`src/logic/rv_pipe_pkg.sv`:
```
// Shared ALU and branch codes, opcode constants and the instruction word union
`default_nettype none

package rv_pipe_pkg;

    // ALU operation select
    typedef enum logic [3:0] {
        ALU_ADD,
        ALU_SUB,
        ALU_SLL,
        ALU_SLT,
        ALU_SLTU,
        ALU_XOR,
        ALU_SRL,
        ALU_SRA,
        ALU_OR,
        ALU_AND
    } alu_op_e;

    // Branch kind carried down to EX
    typedef enum logic [1:0] {
        BR_NONE,
        BR_BEQ,
        BR_BNE
    } branch_op_e;

    // Major opcodes handled by the decoder
    localparam logic [6:0] OPC_OP     = 7'b0110011;
    localparam logic [6:0] OPC_OP_IMM = 7'b0010011;
    localparam logic [6:0] OPC_BRANCH = 7'b1100011;

    // ADDI x0,x0,0 used as bubble and memory fill
    localparam logic [31:0] NOP_WORD = 32'h0000_0013;

    // One instruction word, three field layouts
    typedef union packed {
        struct packed {
            logic [6:0] funct7;
            logic [4:0] rs2;
            logic [4:0] rs1;
            logic [2:0] funct3;
            logic [4:0] rd;
            logic [6:0] opcode;
        } r_view;
        struct packed {
            logic [11:0] imm;
            logic [4:0]  rs1;
            logic [2:0]  funct3;
            logic [4:0]  rd;
            logic [6:0]  opcode;
        } i_view;
        // Scrambled B-type offset bits
        struct packed {
            logic       imm_12;
            logic [5:0] imm_10_5;
            logic [4:0] rs2;
            logic [4:0] rs1;
            logic [2:0] funct3;
            logic [3:0] imm_4_1;
            logic       imm_11;
            logic [6:0] opcode;
        } b_view;
    } instr_word_u;

endpackage

`default_nettype wire
```
`src/logic/rv_pipe_imem.sv`:
```
// Program memory with a load port and a combinational fetch port
`default_nettype none

module rv_pipe_imem
    import rv_pipe_pkg::*;
#(
    parameter int IMEM_DEPTH = 64
) (
    input  logic        clk,
    input  logic        exmem_reset,
    input  logic        load_en,
    input  logic [31:0] load_addr,
    input  logic [31:0] load_data,
    input  logic [31:0] fetch_pc,
    output logic [31:0] fetch_instr
);

    localparam int AW = $clog2(IMEM_DEPTH);

    logic [31:0]   mem [IMEM_DEPTH];
    logic          reset_q;
    logic [AW-1:0] load_idx;
    logic [AW-1:0] fetch_idx;

    // Word indices wrap modulo depth
    assign load_idx  = AW'(load_addr % IMEM_DEPTH);
    assign fetch_idx = AW'((fetch_pc >> 2) % IMEM_DEPTH);

    // Delayed reset to spot its first cycle
    always_ff @(posedge clk) begin
        reset_q <= exmem_reset;
    end

    // First reset cycle fills with NOPs
    // A load in that same cycle still lands, as it is assigned last
    always_ff @(posedge clk) begin
        if (exmem_reset && !reset_q) begin
            for (int i = 0; i < IMEM_DEPTH; i++) begin
                mem[i] <= NOP_WORD;
            end
        end
        if (load_en) begin
            mem[load_idx] <= load_data;
        end
    end

    assign fetch_instr = mem[fetch_idx];

endmodule

`default_nettype wire

```
`config.mk`:
```
export PLATFORM = sky130hd
export DESIGN_NAME = rv_pipe_imem
export DESIGN_NICKNAME = d
export VERILOG_FILES = /design/src/logic/rv_pipe_pkg.sv /design/src/logic/rv_pipe_imem.sv
export SDC_FILE = /design/constraint.sdc
export NUM_CORES = 2
export LEC_CHECK = 0
export BUFFER_PORTS_ARGS = -buffer_cell sky130_fd_sc_hd__clkbuf_2
export CAP_MARGIN = 20
export CORE_ASPECT_RATIO = 0.7
export CORE_UTILIZATION = 45
export DETAILED_ROUTE_END_ITERATION = 8
export PLACE_DENSITY_LB_ADDON = 0.3
export REMOVE_ABC_BUFFERS = 1
export SETUP_SLACK_MARGIN = 0.02
export SYNTH_ARGS = -nofsm -noshare
export SYNTH_HDL_FRONTEND = slang
export SYNTH_SLANG_ARGS = --single-unit
```
`constraint.sdc`:
```
create_clock -name clk -period 4.6 [get_ports clk]
set_input_delay 0.92 -clock clk [delete_from_list [all_inputs] [get_ports clk]]
set_output_delay 0.92 -clock clk [all_outputs]
set_load 0.02 [all_outputs]
```
==> run summary <==
The run finished, with violations left. The checks that failed: DRC. The critical path crosses 10 cells after its start point. The maximum fanout encountered on the critical timing path was 13; the count of flip-flops with a built-in enable after synthesis was 2,048.

The detailed router finished its first iteration with 8,034 violations. Die span in x: 546 um. For flop-to-flop paths, the worst setup slack is 2.17 ns.

The finished cells cover 0.105 mm2. For the number of vias after detailed routing, the log shows 53,500. Setup repair after global routing left no endpoint under its margin.

STA puts the critical path data required time at 3.68 ns. The netlist uses 34 different library cells. Global routing consumed, over all layers together, 27.0% of the routing resources.

The run gives 45.4% as the initial cell density of the core. The worst register-to-register path ends at mem[62][24]. The mean instance size in the synthesized netlist works out to 16.0 um2. The worst-case IR drop observed on VDD is 0.294 mV. The tools report the root buffer cell as sky130_fd_sc_hd__clkbuf_16. Pin slew with the least headroom to its limit: 1.13 ns.

After technology mapping, the gate count stands at 5,831. The H-tree was split into 4 levels. Type of the most critical hold path: in -> reg.

The tools report the number of hold violations in the final report as 0. The most critical setup path has its endpoint at fetch_instr[3]. The floorplan step set the die height to 383 um. The tools report the number of standard cells in the final layout excluding fillers as 8,766. Clock insertion delay at the later pin of the skew report: 0.85 ns. Kind of cell adding the most delay to the critical path: multiplexers. The core region area came out at 0.206 mm2. Most prevalent standard cell on the critical path: sky130_fd_sc_hd__buf_12. The biggest cell delay along the critical path was 0.62 ns; the number of buffers created by CTS was 199. The longest clock path from root to sink contains 4 buffers. The met1 usage was 40.2%; the reported leakage power was 37.3 nW.

In this run, synthesis produced a sequential element count of 2,049. The total instance count after detailed placement is 8,398. STA classifies the critical path startpoint as an input pin.

After synthesis, the largest area contributor takes up 65.9% of total cell area. Cells with a size suffix above 1 make up 24.8% of the layout. Dividing the detail-routed wire length by the instance count gives 32.3 um.

Count of buffer and inverter cells on the critical path: 5. At the worst endpoint, the arrival time is 3.66 ns. The relative area change from synthesis to final layout was 12.9%; the first-pass iteration count of the detailed router was 7. Walking the worst path, the cells encountered are buf_12, buf_12, buf_12, mux4_2, mux4_2, nor2_1, o31ai_1, buf_4, o211a_1, clkbuf_2. The number of global-route vias before repair is 51,100, and the number of DRC violations after detailed routing is 4. Among all stages on the critical path, the largest delay is contributed by sky130_fd_sc_hd__mux4_2. The fraction of synthesis flops using an asynchronous set or reset pin was 0%; the count of hold buffers inserted by post-cts repair was 0. The first global-routing pass estimated 399 mm of wire. The upper clock frequency limit is 0.218 GHz. The layout net count was 5,965; the time the worst path needs with I/O delays and setup was 4.58 ns. In the finished design, the share of the clock period the worst path needs comes to 99.6%.

The number of antenna violations at the first check in global routing was 32; the sequential-to-total area share from yosys stat was 65.9%. After detailed routing, the number of vias per cell comes to 6.10. In the global route stage, met2 resource usage came out at 38.7%. The clock arrives with 0.0416 ns of skew. After clock tree synthesis, the clock-pin slew on the worst setup and hold paths is 0.06 ns. The logs give 0 for the synthesis warning total and 0.0990 mm2 for the total cell area at the placement stage.

By area the synthesized netlist is led by sky130_fd_sc_hd__edfxtp_1 (66%), sky130_fd_sc_hd__mux4_2 (14%), sky130_fd_sc_hd__and2_1 (11%). The cell count of the worst reg-to-reg path was 4. The HPWL after detailed placement is 175 mm. The endpoint kind of the worst setup timing path is a primary output. TritonCTS built the clock tree. The congestion estimate from routability-driven global placement came to 0.960. The residual overflow from global routing is 0. Headroom to the max-slew limit came out at 24.4%. Die area: 0.209 mm2.

Setup violations remaining at the end of the flow were counted as 0. The tools report the met3 routing resource usage after global routing as 7.44%. Tracing the worst setup path back leads to its startpoint at fetch_pc[2]. Highest-utilization routing layer at the global route stage: met1. The number of top-level pins is 131, and the number of buffers inserted by port buffering is 78.

The clock drives 2,049 sinks. The logs give 0 for the number of antenna-violating nets in the routed design and 0.0933 mm2 for the area of the mapped netlist. Entering global routing, the biggest net connects 65 pins.

The initialized floorplan defines 139 standard-cell rows. The startpoint identified for the worst register-to-register timing path is reset_q. Power density over cell area: 384 mW/mm2. Among all flip-flop cells after synthesis, the most frequent one is sky130_fd_sc_hd__edfxtp_1. The type of the worst setup path is in -> out.

The biggest area contributor in the post-synthesis netlist is sky130_fd_sc_hd__edfxtp_1. Max-cap violations in this run came to 0. After detailed routing, the total wire length is 283 mm.

Count of final max-slew check failures: 0.
[final cells by class]
type | instances | area (um2)
antenna | 7 | 17.5
multi-input combinational | 3113 | 30000
timing repair buffer | 501 | 4420
sequential | 2049 | 61500
clock inverter | 101 | 666
clock buffer | 244 | 5230
tap | 2749 | 3440
inverter | 2 | 12.5
fill | 16700 | 100000
[sequential cells by signal (all words and copies together), names as in the netlist]
name     count
mem       2048
reset_q      1
[kinds of logic after synthesis]
group	after synthesis	synth area share [%]
and+or+nand+nor	2227	14.5
DFF	2049	65.9
muxes	703	15.2
buffers and inverters	669	2.98
AOI/OAI and AO/OA	183	1.30
[cell usage after synthesis, types with 14 or more instances]
| cell | count |
|---|---|
| sky130_fd_sc_hd__o31ai_1 | 14 |
| sky130_fd_sc_hd__buf_2 | 53 |
| sky130_fd_sc_hd__and3_1 | 205 |
| sky130_fd_sc_hd__o21ai_0 | 64 |
| sky130_fd_sc_hd__buf_1 | 48 |
| sky130_fd_sc_hd__clkbuf_1 | 523 |
| sky130_fd_sc_hd__buf_4 | 32 |
| sky130_fd_sc_hd__mux2i_1 | 124 |
| sky130_fd_sc_hd__or3_1 | 193 |
| sky130_fd_sc_hd__nor2_1 | 89 |
| sky130_fd_sc_hd__o22ai_1 | 27 |
| sky130_fd_sc_hd__and2_1 | 1655 |
| sky130_fd_sc_hd__a221oi_1 | 20 |
| sky130_fd_sc_hd__edfxtp_1 | 2048 |
| sky130_fd_sc_hd__a31oi_1 | 18 |
| sky130_fd_sc_hd__nand2_1 | 54 |
| sky130_fd_sc_hd__mux4_2 | 572 |
| sky130_fd_sc_hd__o221ai_1 | 14 |
[through the flow]
stage                     total power [mW]  hold slack [ns]   TNS, ns  utilization (%)  setup WS, ns
after floorplan                       23.0            0.948  -1059.09                -         -1.12
after detailed placement              25.2             1.07    -0.963             48.2        -0.285
after global routing                  41.3            0.193         0             51.2        0.0276
final                                 40.4            0.215         0             51.2        0.0191
after global placement                25.1             1.08     -1.09             48.2        -0.292
after CTS                             40.5            0.173         0             51.1        0.0124
[cell usage in the layout, fill, tap and decap left out, types with 27 or more instances in the layout]
| cell type | count |
|---|---|
| sky130_fd_sc_hd__buf_4 | 358 |
| sky130_fd_sc_hd__edfxtp_1 | 2048 |
| sky130_fd_sc_hd__nor2_2 | 58 |
| sky130_fd_sc_hd__o21ai_4 | 64 |
| sky130_fd_sc_hd__o22ai_1 | 27 |
| sky130_fd_sc_hd__clkbuf_1 | 41 |
| sky130_fd_sc_hd__nor2_1 | 29 |
| sky130_fd_sc_hd__mux4_2 | 572 |
| sky130_fd_sc_hd__clkinv_1 | 52 |
| sky130_fd_sc_hd__or3_1 | 192 |
| sky130_fd_sc_hd__clkbuf_2 | 75 |
| sky130_fd_sc_hd__clkinv_2 | 34 |
| sky130_fd_sc_hd__buf_12 | 55 |
| sky130_fd_sc_hd__and2_1 | 1655 |
| sky130_fd_sc_hd__mux2i_1 | 120 |
| sky130_fd_sc_hd__clkbuf_16 | 203 |
| sky130_fd_sc_hd__and3_1 | 203 |
| sky130_fd_sc_hd__nand2_1 | 46 |
[layer usage]
layer | routed length [um] | part of all wire (%) | up-vias
li1 | - | - | 21900
met1 | 115000 | 41 | 28200
met2 | 123000 | 43 | 3042
met3 | 36600 | 13 | 386
met4 | 8360 | 3.0 | 12
met5 | 68 | 0.024 | -
[power breakdown]
part / internal (mW) / switching (mW) / total [mW] / leakage [nW]
Combinational: 1.24 / 2.48 / 3.72 / 14.2
Clock: 8.47 / 7.07 / 15.5 / 2.89
Sequential: 21.0 / 0.132 / 21.2 / 20.2
[repair_timing]
action                                  4_1_cts  5_1_grt
pin swaps                                     0        1
buffers inserted                              0        9
endpoints found under the hold margin         0        0
gates resized for setup                      16        7
cloned                                        1        0
endpoints found under the setup margin        8       10
[worst min path at each step]
stage,start,to,slack [ns],cells past startpoint
floorplan,exmem_reset,reset_q,0.95,0
global placement,exmem_reset,reset_q,1.08,1
detailed placement,exmem_reset,reset_q,1.07,1
CTS,exmem_reset,reset_q,0.17,1
global route,exmem_reset,reset_q,0.19,1
finish,exmem_reset,reset_q,0.21,1
Note: power is estimated with default switching activity, not from simulation.
