File: src/logic/rv_pipe_pkg.sv
// Shared ALU and branch codes, opcode constants and the instruction word union
`default_nettype none

package rv_pipe_pkg;

    // ALU operation select
    typedef enum logic [3:0] {
        ALU_ADD,
        ALU_SUB,
        ALU_SLL,
        ALU_SLT,
        ALU_SLTU,
        ALU_XOR,
        ALU_SRL,
        ALU_SRA,
        ALU_OR,
        ALU_AND
    } alu_op_e;

    // Branch kind carried down to EX
    typedef enum logic [1:0] {
        BR_NONE,
        BR_BEQ,
        BR_BNE
    } branch_op_e;

    // Major opcodes handled by the decoder
    localparam logic [6:0] OPC_OP     = 7'b0110011;
    localparam logic [6:0] OPC_OP_IMM = 7'b0010011;
    localparam logic [6:0] OPC_BRANCH = 7'b1100011;

    // ADDI x0,x0,0 used as bubble and memory fill
    localparam logic [31:0] NOP_WORD = 32'h0000_0013;

    // One instruction word, three field layouts
    typedef union packed {
        struct packed {
            logic [6:0] funct7;
            logic [4:0] rs2;
            logic [4:0] rs1;
            logic [2:0] funct3;
            logic [4:0] rd;
            logic [6:0] opcode;
        } r_view;
        struct packed {
            logic [11:0] imm;
            logic [4:0]  rs1;
            logic [2:0]  funct3;
            logic [4:0]  rd;
            logic [6:0]  opcode;
        } i_view;
        // Scrambled B-type offset bits
        struct packed {
            logic       imm_12;
            logic [5:0] imm_10_5;
            logic [4:0] rs2;
            logic [4:0] rs1;
            logic [2:0] funct3;
            logic [3:0] imm_4_1;
            logic       imm_11;
            logic [6:0] opcode;
        } b_view;
    } instr_word_u;

endpackage

`default_nettype wire
File: src/logic/rv_pipe_core.sv
// Five-stage pipeline core with forwarding, branch resolution and flush
`default_nettype none

module rv_pipe_core
    import rv_pipe_pkg::*;
(
    input  logic        clk,
    input  logic        exmem_reset,
    input  logic [31:0] fetch_instr,
    output logic [31:0] fetch_pc,
    output logic        wb_en,
    output logic [4:0]  wb_rd,
    output logic [31:0] wb_data
);

    // IF/ID
    logic [31:0] pc;
    logic [31:0] ifid_pc;
    logic [31:0] ifid_instr;

    // ID/EX
    logic [31:0] idex_pc;
    logic [4:0]  idex_rs1;
    logic [4:0]  idex_rs2;
    logic [4:0]  idex_rd;
    logic [31:0] idex_imm;
    alu_op_e     idex_alu_op;
    logic        idex_alu_src_imm;
    logic        idex_reg_write;
    branch_op_e  idex_branch_op;
    logic [31:0] idex_rdata1;
    logic [31:0] idex_rdata2;

    // EX/MEM and MEM/WB
    logic        exmem_reg_write;
    logic [4:0]  exmem_rd;
    logic [31:0] exmem_alu_out;
    logic        memwb_reg_write;
    logic [4:0]  memwb_rd;
    logic [31:0] memwb_data;

    // Decode outputs
    logic [4:0]  id_rs1;
    logic [4:0]  id_rs2;
    logic [4:0]  id_rd;
    logic [31:0] id_imm;
    alu_op_e     id_alu_op;
    logic        id_alu_src_imm;
    logic        id_reg_write;
    branch_op_e  id_branch_op;
    logic [31:0] id_rdata1;
    logic [31:0] id_rdata2;

    // Execute signals
    logic [31:0] fwd_a;
    logic [31:0] fwd_b;
    logic [31:0] alu_b;
    logic [31:0] alu_out;
    logic        br_taken;
    logic [31:0] br_target;

    // ----------------------------------------
    // IF stage
    // ----------------------------------------
    assign fetch_pc = pc;

    always_ff @(posedge clk) begin
        if (exmem_reset) begin
            pc <= 32'd0;
        end else if (br_taken) begin
            pc <= br_target;
        end else begin
            pc <= pc + 32'd4;
        end
    end

    // Taken branch turns the fetched word into a bubble
    always_ff @(posedge clk) begin
        if (exmem_reset || br_taken) begin
            ifid_instr <= NOP_WORD;
        end else begin
            ifid_instr <= fetch_instr;
        end
        ifid_pc <= pc;
    end

    // ----------------------------------------
    // ID stage
    // ----------------------------------------
    rv_pipe_decode rv_pipe_decode_inst (
        .instr       (ifid_instr),
        .rs1         (id_rs1),
        .rs2         (id_rs2),
        .rd          (id_rd),
        .imm         (id_imm),
        .alu_op      (id_alu_op),
        .alu_src_imm (id_alu_src_imm),
        .reg_write   (id_reg_write),
        .branch_op   (id_branch_op)
    );

    // Written from WB, read here
    rv_pipe_regfile rv_pipe_regfile_inst (
        .clk    (clk),
        .rs1    (id_rs1),
        .rs2    (id_rs2),
        .we     (memwb_reg_write),
        .rd     (memwb_rd),
        .wdata  (memwb_data),
        .rdata1 (id_rdata1),
        .rdata2 (id_rdata2)
    );

    // Bubble on reset or flush
    always_ff @(posedge clk) begin
        if (exmem_reset || br_taken) begin
            idex_reg_write <= 1'b0;
            idex_branch_op <= BR_NONE;
        end else begin
            idex_reg_write <= id_reg_write;
            idex_branch_op <= id_branch_op;
        end
        idex_pc          <= ifid_pc;
        idex_rs1         <= id_rs1;
        idex_rs2         <= id_rs2;
        idex_rd          <= id_rd;
        idex_imm         <= id_imm;
        idex_alu_op      <= id_alu_op;
        idex_alu_src_imm <= id_alu_src_imm;
        idex_rdata1      <= id_rdata1;
        idex_rdata2      <= id_rdata2;
    end

    // ----------------------------------------
    // EX stage
    // ----------------------------------------
    // Forwarding: EX/MEM first, then MEM/WB, never from x0
    always_comb begin
        if (exmem_reg_write && exmem_rd != 5'd0 && exmem_rd == idex_rs1) begin
            fwd_a = exmem_alu_out;
        end else if (memwb_reg_write && memwb_rd != 5'd0 && memwb_rd == idex_rs1) begin
            fwd_a = memwb_data;
        end else begin
            fwd_a = idex_rdata1;
        end
    end

    always_comb begin
        if (exmem_reg_write && exmem_rd != 5'd0 && exmem_rd == idex_rs2) begin
            fwd_b = exmem_alu_out;
        end else if (memwb_reg_write && memwb_rd != 5'd0 && memwb_rd == idex_rs2) begin
            fwd_b = memwb_data;
        end else begin
            fwd_b = idex_rdata2;
        end
    end

    assign alu_b = idex_alu_src_imm ? idex_imm : fwd_b;

    rv_pipe_alu rv_pipe_alu_inst (
        .op     (idex_alu_op),
        .a      (fwd_a),
        .b      (alu_b),
        .result (alu_out)
    );

    // Branch compare on forwarded operands
    assign br_taken  = (idex_branch_op == BR_BEQ && fwd_a == fwd_b) ||
                       (idex_branch_op == BR_BNE && fwd_a != fwd_b);
    assign br_target = idex_pc + idex_imm;

    always_ff @(posedge clk) begin
        if (exmem_reset) begin
            exmem_reg_write <= 1'b0;
        end else begin
            exmem_reg_write <= idex_reg_write;
        end
        exmem_rd      <= idex_rd;
        exmem_alu_out <= alu_out;
    end

    // ----------------------------------------
    // MEM stage
    // ----------------------------------------
    // No data memory, result just moves on
    always_ff @(posedge clk) begin
        if (exmem_reset) begin
            memwb_reg_write <= 1'b0;
        end else begin
            memwb_reg_write <= exmem_reg_write;
        end
        memwb_rd   <= exmem_rd;
        memwb_data <= exmem_alu_out;
    end

    // ----------------------------------------
    // WB stage
    // ----------------------------------------
    // Strobe held for the cycle spent in WB
    assign wb_en   = memwb_reg_write;
    assign wb_rd   = memwb_rd;
    assign wb_data = memwb_data;

endmodule

`default_nettype wire

File: src/logic/rv_pipe_decode.sv
// Instruction decoder for R-type ALU ops, ADDI, BEQ and BNE
`default_nettype none

module rv_pipe_decode
    import rv_pipe_pkg::*;
(
    input  instr_word_u instr,
    output logic [4:0]  rs1,
    output logic [4:0]  rs2,
    output logic [4:0]  rd,
    output logic [31:0] imm,
    output alu_op_e     alu_op,
    output logic        alu_src_imm,
    output logic        reg_write,
    output branch_op_e  branch_op
);

    logic [31:0] i_imm;
    logic [31:0] b_imm;
    logic        alt;
    logic        r_legal;

    // Sign-extended immediates
    assign i_imm = {{20{instr.i_view.imm[11]}}, instr.i_view.imm};
    assign b_imm = {{19{instr.b_view.imm_12}}, instr.b_view.imm_12, instr.b_view.imm_11,
                    instr.b_view.imm_10_5, instr.b_view.imm_4_1, 1'b0};

    // funct7 0100000 marks SUB and SRA
    assign alt     = instr.r_view.funct7 == 7'b0100000;
    assign r_legal = instr.r_view.funct7 == 7'b0000000 ||
                     (alt && (instr.r_view.funct3 == 3'b000 || instr.r_view.funct3 == 3'b101));

    always_comb begin
        // Defaults decode as a no-op
        rs1         = instr.r_view.rs1;
        rs2         = instr.r_view.rs2;
        rd          = instr.r_view.rd;
        imm         = i_imm;
        alu_op      = ALU_ADD;
        alu_src_imm = 1'b0;
        reg_write   = 1'b0;
        branch_op   = BR_NONE;

        case (instr.r_view.opcode)
            OPC_OP: begin
                reg_write = r_legal;
                case (instr.r_view.funct3)
                    3'b000:  alu_op = alt ? ALU_SUB : ALU_ADD;
                    3'b001:  alu_op = ALU_SLL;
                    3'b010:  alu_op = ALU_SLT;
                    3'b011:  alu_op = ALU_SLTU;
                    3'b100:  alu_op = ALU_XOR;
                    3'b101:  alu_op = alt ? ALU_SRA : ALU_SRL;
                    3'b110:  alu_op = ALU_OR;
                    default: alu_op = ALU_AND;
                endcase
            end
            OPC_OP_IMM: begin
                // ADDI only
                alu_src_imm = 1'b1;
                reg_write   = instr.i_view.funct3 == 3'b000;
            end
            OPC_BRANCH: begin
                imm = b_imm;
                case (instr.b_view.funct3)
                    3'b000:  branch_op = BR_BEQ;
                    3'b001:  branch_op = BR_BNE;
                    default: branch_op = BR_NONE;
                endcase
            end
            default: begin
                reg_write = 1'b0;
            end
        endcase

        // x0 is never written
        if (rd == 5'd0) begin
            reg_write = 1'b0;
        end
    end

endmodule

`default_nettype wire

File: src/logic/rv_pipe_regfile.sv
// Integer register file, x0 tied to zero, reads see same-cycle writes
`default_nettype none

module rv_pipe_regfile (
    input  logic        clk,
    input  logic [4:0]  rs1,
    input  logic [4:0]  rs2,
    input  logic        we,
    input  logic [4:0]  rd,
    input  logic [31:0] wdata,
    output logic [31:0] rdata1,
    output logic [31:0] rdata2
);

    // Only x1..x31 have storage
    logic [31:0] regs [1:31];

    always_ff @(posedge clk) begin
        if (we && rd != 5'd0) begin
            regs[rd] <= wdata;
        end
    end

    // Write-through so WB feeds ID in the same cycle
    always_comb begin
        if (rs1 == 5'd0) begin
            rdata1 = 32'd0;
        end else if (we && rd == rs1) begin
            rdata1 = wdata;
        end else begin
            rdata1 = regs[rs1];
        end
    end

    always_comb begin
        if (rs2 == 5'd0) begin
            rdata2 = 32'd0;
        end else if (we && rd == rs2) begin
            rdata2 = wdata;
        end else begin
            rdata2 = regs[rs2];
        end
    end

endmodule

`default_nettype wire

File: src/logic/rv_pipe_alu.sv
// Combinational integer ALU for the R-type operation set
`default_nettype none

module rv_pipe_alu
    import rv_pipe_pkg::*;
(
    input  alu_op_e     op,
    input  logic [31:0] a,
    input  logic [31:0] b,
    output logic [31:0] result
);

    logic [4:0] shamt;

    // Shift amount from the low bits only
    assign shamt = b[4:0];

    always_comb begin
        case (op)
            ALU_ADD:  result = a + b;
            ALU_SUB:  result = a - b;
            ALU_SLL:  result = a << shamt;
            // Compares yield 0 or 1
            ALU_SLT:  result = {31'd0, $signed(a) < $signed(b)};
            ALU_SLTU: result = {31'd0, a < b};
            ALU_XOR:  result = a ^ b;
            ALU_SRL:  result = a >> shamt;
            // Arithmetic shift keeps the sign bit
            ALU_SRA:  result = $unsigned($signed(a) >>> shamt);
            ALU_OR:   result = a | b;
            ALU_AND:  result = a & b;
            default:  result = 32'd0;
        endcase
    end

endmodule

`default_nettype wire

File: config.mk
export PLATFORM = sky130hd
export DESIGN_NAME = rv_pipe_core
export DESIGN_NICKNAME = d
export VERILOG_FILES = /design/src/logic/rv_pipe_pkg.sv /design/src/logic/rv_pipe_core.sv /design/src/logic/rv_pipe_decode.sv /design/src/logic/rv_pipe_regfile.sv /design/src/logic/rv_pipe_alu.sv
export SDC_FILE = /design/constraint.sdc
export NUM_CORES = 2
export LEC_CHECK = 0
export ABC_AREA = 0
export BUFFER_PORTS_ARGS = -buffer_cell sky130_fd_sc_hd__buf_2
export CORE_ASPECT_RATIO = 1.1
export CORE_MARGIN = 2
export CORE_UTILIZATION = 52
export CTS_CLUSTER_SIZE = 28
export DETAILED_ROUTE_END_ITERATION = 16
export PLACE_DENSITY_LB_ADDON = 0.3
export SYNTH_ARGS = -nofsm -noshare
export SYNTH_HDL_FRONTEND = slang
export SYNTH_HIERARCHICAL = 1
export SYNTH_SLANG_ARGS = --single-unit
File: constraint.sdc
create_clock -name clk -period 5.7 [get_ports clk]
set_input_delay 0.285 -clock clk [delete_from_list [all_inputs] [get_ports clk]]
set_output_delay 0.285 -clock clk [all_outputs]
set_load 0.02 [all_outputs]
==> flow_summary.yaml <==
run_status:
  status: "finished with violations"
  violations: "capacitance limit, slew limit"
worst_setup_path:
  cp-end-kind: "flop"
  path_max_fanout: 32
  cpPeakStageDelay_ps: 560
  criticalPathCategory: "flop to flop"
  cp.arrival_ps: 6070
  required_ps: 6340
  critPathBufInv: 3
  slowest_stage: "dfxtp_1"
  critPathTopFamily: "compound AO/OA/AOI/OAI gates"
  cp-start-kind: "flop"
  path_cells: "or4_4 -> o21ai_4 -> nor4_4 -> buf_12 -> mux2i_1 -> o21ai_0 -> mux2_2 -> inv_1 -> ha_1 -> buf_4 -> o21ai_0 -> a21oi_1 -> a2111oi_1 -> nor3_1 -> a21oi_1 -> o22ai_1 -> xnor2_1 -> o221ai_1"
layout:
  final_core_util: 0.585
  final_cells: 7241
  nNetsFinal: 5533
  fin_area_um2: 76500
  syn2layout_area_growth_pct: 11.5
  drive_gt1_frac: 0.216
synth:
  yosys_warnings: 6
  ys.flop_type: "edfxtp_1"
  synth-async-reset-ratio: 0
  synth_seq_area_share: 0.528
  synthAdderAreaFrac: 0.0248
  syn_inst: 5267
  synth_top_family_by_area: "multiplexers"
  synth_xor_xnor_area_share: 0.0170
  synth.distinct_cells: 105
  synth.avg_cell_area_um2: 13.0
  synth_edf_count: 992
  synth-seq-cells: 1315
  yosys.area_share.simple: 0.0690
  synth_fp_nets: 5435
  synth.area.mux_share: 0.186
  syn_area_um2: 68600
  synth-compound-area-share: 0.135
grt:
  first_global_vias: 49905
  track_usage: 0.361
  grt_overflow_total: 0
  grt_max_degree: 105
  grt_pass1_wl_um: 349000
  antenna_found_initial: 3
drt:
  vias: 51183
  drc: 0
  wl_um: 246000
  vias_per_cell: 7.07
  wl_per_cell_um: 34.0
  ant_nets: 0
  drtIter0Drc: 6961
  drt_pre_antenna_iters: 6
power:
  static-leakage-power_nw: 26.3
  report.power.total_mw: 27.4
  intPower_mw: 18.8
  clock_power_share: 0.335
  p_sw_mw: 8.62
  p_seq_frac: 0.443
  peakVddDrop_mv: 0.338
  comb_power_share: 0.222
  switching_share: 0.314
  pwr_density_cell_nw_per_um2: 359
sta:
  worst_pin_slew_ps: 1510
  hold_violations: 0
  rsz0062_at_grt: "false"
  holdWs_ps: 74.4
  setup_violations: 0
  fin_crit_sh: 0.953
  drv_slew: 22
  setup_slack_ps: 268
  max_freq_mhz: 184
  maxSlewHeadroom: -0.0112
  setup_tns_ps: 0
  fin_skew_ps: 50.7
  min_period_ps: 5430
floorplanning:
  num_io_pins: 104
  die_height_um: 385
  rows: 139
  core-area_um2: 131000
  die_w_um: 350
  dieArea_um2: 135000
  initial_core_util: 0.525
clock_network:
  insertion_delay_ps: 800
  htreeDepth: 4
  postCtsSetupBuffers: 0
  cts-root-buf: "clkbuf_16"
  clk_pin_slew_worst_paths_ps: 70
  cts_buffer_depth: 3
  cts_sinks: 1315
  cts_tree: "built"
  numCtsBuffers: 138
place:
  post-place-ws_ps: 277
  gp_congestion: 1.02
  place_area_um2: 71600
  io_buffers: 103
  placedCellCount: 6955
  post-dp-hpwl_um: 159000
flow_run:
  cap_violations: 1
worst_hold_path:
  hp-class: "input pin to flop"
final timing paths:
path	startpoint	endpoint	slack (ps)	depth (start not counted)
hold reg to reg	ifid_pc[16]$_DFF_P_	idex_pc[16]$_DFF_P_	320	0
setup / recovery	wb_rd[1]$_DFF_P_	exmem_alu_out[19]$_DFF_P_	270	18
setup reg to reg	wb_rd[1]$_DFF_P_	exmem_alu_out[19]$_DFF_P_	270	18
hold / removal	exmem_reset	wb_en$_SDFF_PP0_	70	3
state kept, by name, summed over array words and instances, names as in the netlist, 32 cells and up:
name	flops
exmem_alu_out	32
fetch_pc	32
idex_imm	32
idex_pc	32
idex_rdata1	32
idex_rdata2	32
ifid_instr	32
ifid_pc	32
rv_pipe_regfile_inst/regs	992
wb_data	32
power by group through the flow:
stage / registers [mW] / logic (mW) / clock network (mW)
2_1_floorplan: 12.7 / 2.95 / 0
3_3_place_gp: 12.3 / 5.88 / 0
3_5_place_dp: 12.3 / 5.90 / 0
4_1_cts: 12.1 / 5.94 / 9.28
5_1_grt: 12.1 / 6.42 / 9.62
6_report: 12.1 / 6.09 / 9.20
layout make-up:
type / count / area, um^2
Fill cell: 10272 / 54300
Sequential cell: 1315 / 36300
Multi-Input combinational cell: 3402 / 30000
Clock buffer: 182 / 3840
Timing Repair Buffer: 403 / 2970
Tap cell: 1762 / 2200
Clock inverter: 71 / 761
Inverter: 105 / 394
Antenna cell: 1 / 2.50
layout by cell type (no fill, tap or decap), types with 50 or more instances in the layout:
cell type	synthesis	layout
mux4_2	330	330
o22ai_1	90	90
clkbuf_16	0	144
buf_4	63	258
inv_1	97	97
dfxtp_1	323	311
mux2_2	101	100
a21oi_1	246	246
nand3_1	69	69
nor3_1	60	58
a221oi_1	69	69
ha_1	131	131
nor2_1	307	271
o21ai_0	195	191
nand2_1	337	335
o211ai_1	50	50
a211oi_1	94	94
buf_2	120	103
mux2i_1	368	368
xnor2_1	92	92
edfxtp_1	992	992
cells in the mapped netlist, types with 31 or more instances:
cell / number / area, um^2
o22ai_1: 90 / 563
nor3_1: 60 / 300
o2111ai_1: 48 / 420
a31oi_1: 35 / 219
mux2_2: 101 / 1140
a211oi_1: 94 / 706
a21o_1: 41 / 308
buf_2: 120 / 601
xnor2_1: 92 / 806
clkbuf_1: 201 / 754
mux4_2: 330 / 7430
and3_1: 46 / 288
nor2_1: 307 / 1150
a2111o_1: 33 / 372
nand2_1: 337 / 1260
mux2i_1: 368 / 3680
nand3_1: 69 / 345
o211ai_1: 50 / 375
a221oi_1: 69 / 604
a21oi_1: 246 / 1230
a32o_1: 31 / 310
edfxtp_1: 992 / 29800
inv_1: 97 / 364
nor2b_1: 52 / 325
o221ai_1: 42 / 368
buf_4: 63 / 473
a22oi_1: 35 / 263
dfxtp_1: 323 / 6470
ha_1: 131 / 1640
xor2_1: 41 / 359
o21ai_0: 195 / 976
cells by family after synthesis:
logic type | Yosys count
adder cells (fa/ha/maj) | 134
buffers and inverters | 550
flip-flops | 1315
AO/OA/AOI/OAI | 1288
AND/OR/NAND/NOR | 1011
XOR/XNOR | 133
multiplexers | 836
what timing repair did:
action | in CTS | in global routing
endpoints found under the setup margin | 0 | 1
resized for setup | 0 | 1
hold buffers | 32 | 0
endpoints found under the hold margin | 32 | 0
worst reg2reg max path: stages, from the launching register on:
cell and delay (ps):
dfxtp_1 560, or4_4 210, o21ai_4 70, nor4_4 360
buf_12 290, mux2i_1 180, o21ai_0 550, mux2_2 300
inv_1 60, ha_1 310, buf_4 190, o21ai_0 380
a21oi_1 190, a2111oi_1 510, nor3_1 200, a21oi_1 180
o22ai_1 140, xnor2_1 420, o221ai_1 190
per-layer routing:
layer / track usage / up-vias / wire length, um
met5: 0 / - / 0
li1: - / 21063 / -
met3: 0.0847 / 932 / 27000
met4: 0.237 / 0 / 19000
met1: 0.444 / 25584 / 86200
met2: 0.570 / 3604 / 114000
Note: power is estimated with default switching activity, not from simulation.
